==> src/region_cfg.svh <==
/* data region configuration
   bus widths, data RAM size and the address prefix of the local window */

`ifndef REGION_CFG_SVH
`define REGION_CFG_SVH

// byte address width on all ports
`define REGION_ADDR_W 32

// load/store port data width
`define REGION_NARROW_W 32

// data RAM and slave port width
`define REGION_WIDE_W 64

// data RAM size in bytes
`define REGION_RAM_BYTES 4096

// address bits 31:20 of the local window
`define REGION_LOCAL_PREFIX 12'h001

// lowest bit of the prefix compare
`define REGION_PREFIX_LSB 20

`endif
==> src/lsu_pkg.sv <==
/* lsu_pkg
   core-side types of the load/store port */

`default_nettype none

`include "region_cfg.svh"

package lsu_pkg;

  // byte address as issued by the core
  typedef logic [`REGION_ADDR_W-1:0] addr_t;

  // narrow data word and its byte enables
  typedef logic [`REGION_NARROW_W-1:0] narrow_word_t;
  typedef logic [`REGION_NARROW_W/8-1:0] narrow_be_t;

  // path the next response comes back from
  typedef enum logic [0:0] {
    RESP_RAM = 1'b0,
    RESP_EXT = 1'b1
  } resp_src_e;

endpackage

`default_nettype wire

==> src/lsu_router.sv <==
/* lsu_router
   decodes the load/store address, sends the request to the data RAM or
   the external bus, and steers the matching response back to the core */

`timescale 1ns/1ps
`default_nettype none

`include "region_cfg.svh"

module lsu_router (
  input  logic                 clk,
  input  logic                 rst_n,

  // core load/store port
  input  logic                 lsu_req_i,
  input  lsu_pkg::addr_t       lsu_addr_i,
  input  logic                 lsu_we_i,
  input  lsu_pkg::narrow_be_t  lsu_be_i,
  input  lsu_pkg::narrow_word_t lsu_wdata_i,
  output logic                 lsu_gnt_o,
  output logic                 lsu_rvalid_o,
  output lsu_pkg::narrow_word_t lsu_rdata_o,

  // local RAM path
  output logic                 ram_req_o,
  output lsu_pkg::addr_t       ram_addr_o,
  output logic                 ram_we_o,
  output lsu_pkg::narrow_be_t  ram_be_o,
  output lsu_pkg::narrow_word_t ram_wdata_o,
  input  logic                 ram_gnt_i,
  input  logic                 ram_rvalid_i,
  input  lsu_pkg::narrow_word_t ram_rdata_i,

  // external bus path
  output logic                 ext_req_o,
  output lsu_pkg::addr_t       ext_addr_o,
  output logic                 ext_we_o,
  output lsu_pkg::narrow_be_t  ext_be_o,
  output lsu_pkg::narrow_word_t ext_wdata_o,
  input  logic                 ext_gnt_i,
  input  logic                 ext_rvalid_i,
  input  lsu_pkg::narrow_word_t ext_rdata_i
);

  logic                is_local;
  lsu_pkg::resp_src_e  resp_src_q;

  // prefix match selects the on-chip RAM
  assign is_local = (lsu_addr_i[`REGION_ADDR_W-1:`REGION_PREFIX_LSB] == `REGION_LOCAL_PREFIX);

  assign ram_req_o = lsu_req_i & is_local;
  assign ext_req_o = lsu_req_i & ~is_local;

  // payload goes to both paths, only one sees a request
  assign ram_addr_o  = lsu_addr_i;
  assign ram_we_o    = lsu_we_i;
  assign ram_be_o    = lsu_be_i;
  assign ram_wdata_o = lsu_wdata_i;

  assign ext_addr_o  = lsu_addr_i;
  assign ext_we_o    = lsu_we_i;
  assign ext_be_o    = lsu_be_i;
  assign ext_wdata_o = lsu_wdata_i;

  assign lsu_gnt_o = (ram_req_o & ram_gnt_i) | (ext_req_o & ext_gnt_i);

  // remember where the accepted request went
  always_ff @(posedge clk or negedge rst_n) begin
    if (!rst_n) begin
      resp_src_q <= lsu_pkg::RESP_RAM;
    end else if (lsu_req_i && lsu_gnt_o) begin
      resp_src_q <= is_local ? lsu_pkg::RESP_RAM : lsu_pkg::RESP_EXT;
    end
  end

  // at most one response per path is in flight
  assign lsu_rdata_o  = (resp_src_q == lsu_pkg::RESP_EXT) ? ext_rdata_i : ram_rdata_i;
  assign lsu_rvalid_o = ram_rvalid_i | ext_rvalid_i;

endmodule

`default_nettype wire

==> config.mk <==
export PLATFORM = sky130hd
export DESIGN_NAME = lsu_router
export DESIGN_NICKNAME = d
export VERILOG_FILES = /design/src/lsu_pkg.sv /design/src/lsu_router.sv
export VERILOG_INCLUDE_DIRS = /design/src /design/src/src
export SDC_FILE = /design/constraint.sdc
export NUM_CORES = 1
export LEC_CHECK = 0
export BUFFER_PORTS_ARGS = -buffer_cell sky130_fd_sc_hd__buf_4
export CORE_AREA = 2 2 122 124
export DETAILED_ROUTE_END_ITERATION = 10
export DIE_AREA = 0 0 124 126
export PLACE_DENSITY = 0.53
export SLEW_MARGIN = 20
export SYNTH_ARGS = -nofsm -noshare
export SYNTH_HDL_FRONTEND = slang
export SYNTH_SLANG_ARGS = --single-unit
==> constraint.sdc <==
create_clock -name clk -period 1.45 [get_ports clk]
set_input_delay 0.0725 -clock clk [delete_from_list [all_inputs] [get_ports clk]]
set_output_delay 0.0725 -clock clk [all_outputs]
set_load 0.02 [all_outputs]
==> run metrics <==
status=finished, final reports clean; Filler cells=1644; setup bufs post-CTS=0; Slew Viols, Final=0; fin crit share=81.5%; Least-Margin Pin Slew=0.285 ns; multi-input logic area=458 um2; WS Path Type=flop to output port; reg-to-reg startpoint=resp_src_q; Yosys warnings=0; Pleak=0.889 nW; Pre-antenna DRT Iters=3; CP Launch Type=flop; GRT overflow=0; area leader, netlist=buf_4; die area=15600 um2; antenna cell count=0; largest registers=resp_src_q (1); DP Wirelength=3710 um; Final WS setup=0.268 ns; routed length per placed instance=11.0 um; Port-buffer cells=142; DRC viols=0; CP startpoint=resp_src_q; row cnt=44; dpl ws=0.263 ns; clk_lat worst skew=0 ns; share of cells above drive strength 1=94.2%; crit end category=output port; Initial Utilization=10.8%; Post-synth EDFFs=0; Die Span X=124 um; first-pass GRT wire length=5380 um; max cap viols=0; total number of vias=1104; synthesis-to-finish area growth=17.4%; Biggest register=resp_src_q; Worst slew margin=80.9%; core area=14300 um2; Post-Syn Instances=188; DRT antenna net count=0; synthesized flop and latch total=1; syn_area_per_cell=8.25 um2; max frequency=846 MHz; vias in the first global route=1146; fin crit period=1.18 ns; clock skew=0 ns; syn_nets=328; count leader, synth=buf_4; RSZ-0062 raised after global routing=no; Cell Area, Synth=1550 um2; Fin. Hold Viols=0; most common flop cell mapped by yosys=dfrtp_1; Synth top area share=68.3%; Max IR drop VDD=0.0000684 V; post-synthesis sequential area ratio=1.61%; CP Data Required Time=1.38 ns; Synth cell types=15; overall power=0.000516 W; Vias per Instance=2.94; Worst Hold Launch=lsu_wdata_i[17]; initial antenna violation count=0; CTS clk-pin slew, worst paths=0 ns; io pins=314; Initial DRC Count=3; height of the die=126 um; Layout Nets=333; P per Cell Area=284 nW/um2; Async SR Flop Fraction=100%; Hold Crit Depth=0; routability cong.=0.700; Post-synth top cells=buf_4, mux2_2, nand2_1, nor4_2; Synth area leaders=buf_4, mux2_2, dfrtp_1; cts hold-fix bufs=1; worst path arrival time=1.11 ns; Resized cells post-CTS=0; reg2reg path depth=4; Critical Path Fanout Max=22; setup TNS=0 ns; drt total wl=4130 um; largest net degree at the start of global routing=23; min-delay worst type=input port to output port; total routing usage reported by global routing=4.38%; final-report setup violation count=0; Register Area=25.0 um2; max reg flops=1
final timing paths:
| path | endpoint | slack, ns |
|---|---|---|
| setup reg to reg | resp_src_q | 0.42 |
| hold / removal | ext_wdata_o[17] | 0.15 |
| min in group asynchronous | resp_src_q | 0.40 |
| setup / recovery | lsu_rdata_o[14] | 0.27 |
| hold reg to reg | resp_src_q | 0.79 |
| max in group asynchronous | resp_src_q | 0.96 |
area by class of cell:
class,instances,area share (%)
Inverter,1,0.206
Timing Repair Buffer,145,60.6
Sequential cell,1,1.37
Multi-Input combinational cell,44,25.2
Tap cell,184,12.6
report_power, final:
part           switching (W)  leakage, nW  internal (W)
registers       0.0000000126      0.00875     0.0000284
clock network              0            0             0
logic               0.000205        0.880      0.000283
cell usage in the layout (no fill, tap or decap):
cell type,instances
a21oi_1,1
a2bb2oi_1,1
and2_1,1
and4_1,1
buf_12,1
buf_4,143
dfrtp_1,1
dlygate4sd3_1,1
inv_1,1
mux2_2,32
mux2i_1,1
nand2_1,2
nand3_1,1
nor4_2,2
nor4b_2,1
or2_2,1
cells by family (layout without fill, tap and decap cells):
family	Yosys count	in the layout	share of synthesized area [%]
flip-flops	1	1	1.61
multiplexers	33	33	23.9
buffers and inverters	143	146	68.8
AO/OA/AOI/OAI	2	2	0.888
AND/OR/NAND/NOR	9	9	4.76
metal layers:
layer  wire length [um]  up-vias  global-route usage (%)  share of wire [%]
met5                  0        -                       0                  0
met4                225        0                    2.45                5.4
met3                608       32                    1.13                 15
met2               2320      119                    10.1                 56
met1                972      478                    2.68                 24
li1                   -      475                       -                  -
metrics by stage:
stage | cells | cell area, um2 | hold slack [ns] | utilization [%]
2_1_floorplan | 188 | 1550 | -0.223 | -
3_3_place_gp | 374 | 1810 | -0.150 | 12.6
3_5_place_dp | 374 | 1810 | -0.150 | 12.6
4_1_cts | 375 | 1820 | 0.145 | 12.7
5_1_grt | 375 | 1820 | 0.145 | 12.7
6_report | 375 | 1820 | 0.145 | 12.7
critical path: stages, from the launching register on:
cell	delay, ns
dfrtp_1	0.38
buf_12	0.18
mux2_2	0.36
buf_4	0.16
Note: power is estimated with default switching activity, not from simulation.
