File: src/region_cfg.svh
/* data region configuration
   bus widths, data RAM size and the address prefix of the local window */

`ifndef REGION_CFG_SVH
`define REGION_CFG_SVH

// byte address width on all ports
`define REGION_ADDR_W 32

// load/store port data width
`define REGION_NARROW_W 32

// data RAM and slave port width
`define REGION_WIDE_W 64

// data RAM size in bytes
`define REGION_RAM_BYTES 4096

// address bits 31:20 of the local window
`define REGION_LOCAL_PREFIX 12'h001

// lowest bit of the prefix compare
`define REGION_PREFIX_LSB 20

`endif
File: src/lsu_pkg.sv
/* lsu_pkg
   core-side types of the load/store port */

`default_nettype none

`include "region_cfg.svh"

package lsu_pkg;

  // byte address as issued by the core
  typedef logic [`REGION_ADDR_W-1:0] addr_t;

  // narrow data word and its byte enables
  typedef logic [`REGION_NARROW_W-1:0] narrow_word_t;
  typedef logic [`REGION_NARROW_W/8-1:0] narrow_be_t;

  // path the next response comes back from
  typedef enum logic [0:0] {
    RESP_RAM = 1'b0,
    RESP_EXT = 1'b1
  } resp_src_e;

endpackage

`default_nettype wire

File: src/mem_pkg.sv
/* mem_pkg
   RAM-side types of the 64-bit data memory */

`default_nettype none

`include "region_cfg.svh"

package mem_pkg;

  // one RAM row
  typedef logic [`REGION_WIDE_W-1:0] wide_word_t;

  // byte enables of one row
  typedef logic [`REGION_WIDE_W/8-1:0] wide_be_t;

  // row index, 512 rows for 4 KiB of 8-byte words
  typedef logic [$clog2(`REGION_RAM_BYTES/(`REGION_WIDE_W/8))-1:0] ram_addr_t;

endpackage

`default_nettype wire

File: src/ram_port_arb.sv
/* ram_port_arb
   shares the data RAM between the 64-bit slave port, which always wins,
   and the 32-bit core port, placing core data in the half chosen by bit 2 */

`timescale 1ns/1ps
`default_nettype none

`include "region_cfg.svh"

module ram_port_arb (
  input  logic                  clk,
  input  logic                  rst_n,

  // slave port, fixed priority, no grant
  input  logic                  slv_req_i,
  input  lsu_pkg::addr_t        slv_addr_i,
  input  logic                  slv_we_i,
  input  mem_pkg::wide_be_t     slv_be_i,
  input  mem_pkg::wide_word_t   slv_wdata_i,
  output mem_pkg::wide_word_t   slv_rdata_o,

  // core port
  input  logic                  core_req_i,
  input  lsu_pkg::addr_t        core_addr_i,
  input  logic                  core_we_i,
  input  lsu_pkg::narrow_be_t   core_be_i,
  input  lsu_pkg::narrow_word_t core_wdata_i,
  output logic                  core_gnt_o,
  output logic                  core_rvalid_o,
  output lsu_pkg::narrow_word_t core_rdata_o,

  // RAM side
  output logic                  ram_en_o,
  output mem_pkg::ram_addr_t    ram_addr_o,
  output logic                  ram_we_o,
  output mem_pkg::wide_be_t     ram_be_o,
  output mem_pkg::wide_word_t   ram_wdata_o,
  input  mem_pkg::wide_word_t   ram_rdata_i
);

  // byte offset bits within a row, and the bit picking the half
  localparam int unsigned OFS_W    = $clog2(`REGION_WIDE_W/8);
  localparam int unsigned IDX_W    = $bits(mem_pkg::ram_addr_t);
  localparam int unsigned HALF_BIT = $clog2(`REGION_NARROW_W/8);
  localparam int unsigned NB       = $bits(lsu_pkg::narrow_be_t);

  logic core_rvalid_q;
  logic half_q;

  assign core_gnt_o = core_req_i & ~slv_req_i;
  assign ram_en_o   = slv_req_i | core_req_i;

  always_comb begin
    if (slv_req_i) begin
      ram_addr_o  = slv_addr_i[OFS_W +: IDX_W];
      ram_we_o    = slv_we_i;
      ram_be_o    = slv_be_i;
      ram_wdata_o = slv_wdata_i;
    end else begin
      ram_addr_o  = core_addr_i[OFS_W +: IDX_W];
      ram_we_o    = core_we_i;
      // narrow enables land in the addressed half
      if (core_addr_i[HALF_BIT]) begin
        ram_be_o = {core_be_i, {NB{1'b0}}};
      end else begin
        ram_be_o = {{NB{1'b0}}, core_be_i};
      end
      // same word in both halves, the enables pick one
      ram_wdata_o = {2{core_wdata_i}};
    end
  end

  // one cycle read latency of the RAM
  always_ff @(posedge clk or negedge rst_n) begin
    if (!rst_n) begin
      core_rvalid_q <= 1'b0;
      half_q        <= 1'b0;
    end else begin
      core_rvalid_q <= core_gnt_o;
      if (core_gnt_o) begin
        half_q <= core_addr_i[HALF_BIT];
      end
    end
  end

  assign core_rvalid_o = core_rvalid_q;
  assign core_rdata_o  = half_q ? ram_rdata_i[`REGION_WIDE_W-1 -: `REGION_NARROW_W]
                                : ram_rdata_i[`REGION_NARROW_W-1:0];

  // slave gets the full row
  assign slv_rdata_o = ram_rdata_i;

endmodule

`default_nettype wire

File: config.mk
export PLATFORM = sky130hd
export DESIGN_NAME = ram_port_arb
export DESIGN_NICKNAME = d
export VERILOG_FILES = /design/src/lsu_pkg.sv /design/src/mem_pkg.sv /design/src/ram_port_arb.sv
export VERILOG_INCLUDE_DIRS = /design/src /design/src/src
export SDC_FILE = /design/constraint.sdc
export NUM_CORES = 1
export LEC_CHECK = 0
export ABC_CLOCK_PERIOD_IN_PS = 3560
export BUFFER_PORTS_ARGS = -buffer_cell sky130_fd_sc_hd__buf_2
export CAP_MARGIN = 40
export CORE_AREA = 2 2 165 167
export DETAILED_ROUTE_END_ITERATION = 10
export DIE_AREA = 0 0 167 169
export GPL_ROUTABILITY_DRIVEN = 0
export SKIP_CTS_REPAIR_TIMING = 1
export SYNTH_ARGS = -nofsm -noshare
export SYNTH_HDL_FRONTEND = slang
export SYNTH_SLANG_ARGS = --single-unit
File: constraint.sdc
create_clock -name clk -period 3.56 [get_ports clk]
set_input_delay 0.712 -clock clk [delete_from_list [all_inputs] [get_ports clk]]
set_output_delay 0.712 -clock clk [all_outputs]
set_load 0.02 [all_outputs]
==> impl_metrics.json <==
{
  "first_iter_violations": 47,
  "coreArea_um2": 26500,
  "ys_types": 17,
  "cts.htree.levels": 1,
  "grt_pass1_wl_um": 15000,
  "fin_hold_ws_ps": 268,
  "synthTopCellsByCount": "131 x nand2_1, 64 x buf_4, 33 x nand2b_1",
  "totalWireLength_um": 11100,
  "maxSlewHeadroom_pct": 44.7,
  "maxCapViolations": 0,
  "synth.most_common_cell": "nand2_1",
  "pin_count": 423,
  "syn_area_um2": 2030,
  "cp_data_required_time_ps": 2850,
  "finalSetupViolCount": 0,
  "p_seq_share_pct": 5.5,
  "internal_power_w": 0.000456,
  "p_leak_nw": 2.34,
  "crit_arrival_ps": 1980,
  "dp.cells": 940,
  "period_share_pct": 75.7,
  "power.switching_w": 0.000436,
  "tns_ps": 0,
  "nFillCells": 3070,
  "crit_chain": "buf_4, buf_12, nand2b_1, nand2_1, buf_2",
  "ctsLongestPathBuffers": 2,
  "path_class": "input port to primary output",
  "antenna_found_initial": 2,
  "power.total_w": 0.000892,
  "slew_violations": 0,
  "overflow": 0,
  "synth_seq_cells": 2,
  "status": "complete, no violations",
  "hold_class": "input port to async pin",
  "r2r_end": "half_q",
  "cp.depth": 5,
  "die_y_um": 169,
  "clockPowerShare_pct": 19.7,
  "rsz0062_at_grt": "false",
  "tritoncts": "built",
  "synth_edf_count": 0,
  "synth_cells": 302,
  "start_kind": "input port",
  "synthArstFlopShare_pct": 100,
  "p_per_area_nw_per_um2": 235,
  "dieArea_um2": 28200,
  "drt-pass1-iter-count": 4,
  "track_usage_pct": 6.97,
  "cp_top_family": "buffers and inverters",
  "path_buf_inv": 3,
  "antenna_left": 0,
  "max-vdd-ir-drop_uv": 416,
  "reg2reg_depth": 1,
  "path_clk_slew_ps": 30,
  "core.rowCount": 60,
  "grt_max_degree": 63,
  "worstPathMaxFanout": 62,
  "insertion_delay_ps": 220,
  "synth.largest_area_cell": "nand2_1",
  "crit_start": "slv_req_i",
  "timing.fmax_ghz": 0.371,
  "instances_no_fill": 945,
  "first_global_vias": 2700,
  "area_delta_synth_final_pct": 87.0,
  "utilization_pct": 14.3,
  "max_stage_delay_ps": 500,
  "layout.nets": 846,
  "finalCriticalPeriod_ps": 2690,
  "vias": 3040,
  "start_util_pct": 7.65,
  "synth_seq_area_share_pct": 2.47,
  "worst_pin_slew_ps": 830,
  "syn_nets": 544,
  "drc": 0,
  "yosysWarnings": 0,
  "cp-end-kind": "primary output",
  "drive_gt1_share_pct": 70.5,
  "synth_area_per_cell_um2": 6.71,
  "post-dp-hpwl_um": 10200,
  "clock-sinks": 2,
  "portBuffers": 377,
  "hold_viol": 0,
  "wl_per_cell_um": 11.8,
  "switching_share_pct": 48.9,
  "r2r_start": "half_q",
  "combPwrFrac_pct": 74.9,
  "synth_ff_type": "dfrtp_1",
  "cts_root_buf": "clkbuf_16",
  "cts_buffers": 3,
  "fin_worst_skew_ps": 0,
  "rrSetupSlack_ps": 2290,
  "vias_per_cell": 3.22,
  "synth.area.top_cells": "nand2_1 24%, buf_4 24%, mux2_2 15%, mux2_4 10%, nand2b_1 10%",
  "cp_slowest_cell": "buf_4",
  "dieWidth_um": 167,
  "yosys.area.top_type_share_pct": 24.3
}
## flip-flops by register name, indices dropped and copies added (netlist names)
name	count
core_rvalid_o	1
half_q	1
## cells in the final DEF, fill, tap and decap left out
master / n
clkbuf_1: 1
or2_2: 1
mux2_4: 14
mux2_2: 27
clkbuf_16: 3
nor2_2: 1
dfrtp_1: 1
buf_2: 376
nand2b_1: 33
o21ai_0: 2
buf_4: 1
nand2_1: 131
mux2_1: 2
buf_12: 1
dfrtp_2: 1
nor2b_1: 2
diode_2: 1
a22o_1: 6
## final cells by class
cell class,count,area (um2),share of cell area [%]
Antenna cell,1,2.50,0.0660
Tap cell,341,427,11.3
Multi-Input combinational cell,219,1320,34.9
Sequential cell,2,51.3,1.35
Timing Repair Buffer,378,1910,50.4
Clock buffer,4,78.8,2.08
## worst max-delay path by stage
| stage | endpoint | slack, ps |
|---|---|---|
| 2_1_floorplan | ram_be_o[1] | 1350 |
| 3_3_place_gp | ram_wdata_o[47] | 880 |
| 3_5_place_dp | ram_wdata_o[47] | 850 |
| 4_1_cts | ram_wdata_o[47] | 850 |
| 5_1_grt | ram_wdata_o[19] | 730 |
| 6_report | ram_wdata_o[47] | 870 |
## metal layers
layer	wire length [um]	global-route usage [%]	part of all wire, %	vias up
met5	13	0	0.12	-
met4	170	1.61	1.5	2
met3	1050	1.03	9.4	11
met2	5480	13.2	49	257
met1	4390	8.25	40	1277
li1	-	-	-	1493
## cell families (layout without fill, tap and decap cells)
logic type / Yosys count / after routing / share of synthesized area, %
AND/OR/NAND/NOR: 168 / 168 / 35.7
AO/OA/AOI/OAI: 8 / 8 / 3.09
flip-flops: 2 / 2 / 2.47
other: 0 / 1 / 0
buffers and inverters: 81 / 382 / 32.3
multiplexers: 43 / 43 / 26.5
## stage by stage
| stage | setup slack (ps) | cell area [um2] |
|---|---|---|
| floorplan | 1350 | 2030 |
| global placement | 878 | 3710 |
| CTS | 855 | 3790 |
| finish | 866 | 3790 |
| detailed placement | 855 | 3710 |
| global route | 728 | 3790 |
## power by group through the flow
stage                     combinational (W)  sequential (W)  clock (W)
after CTS                          0.000676       0.0000494   0.000179
after detailed placement           0.000673       0.0000496          0
after global placement             0.000671       0.0000496          0
after floorplan                    0.000470       0.0000270          0
final                              0.000668       0.0000487   0.000176
after global routing               0.000716       0.0000515   0.000182
No activity file was read; power rests on OpenSTA's default activity.
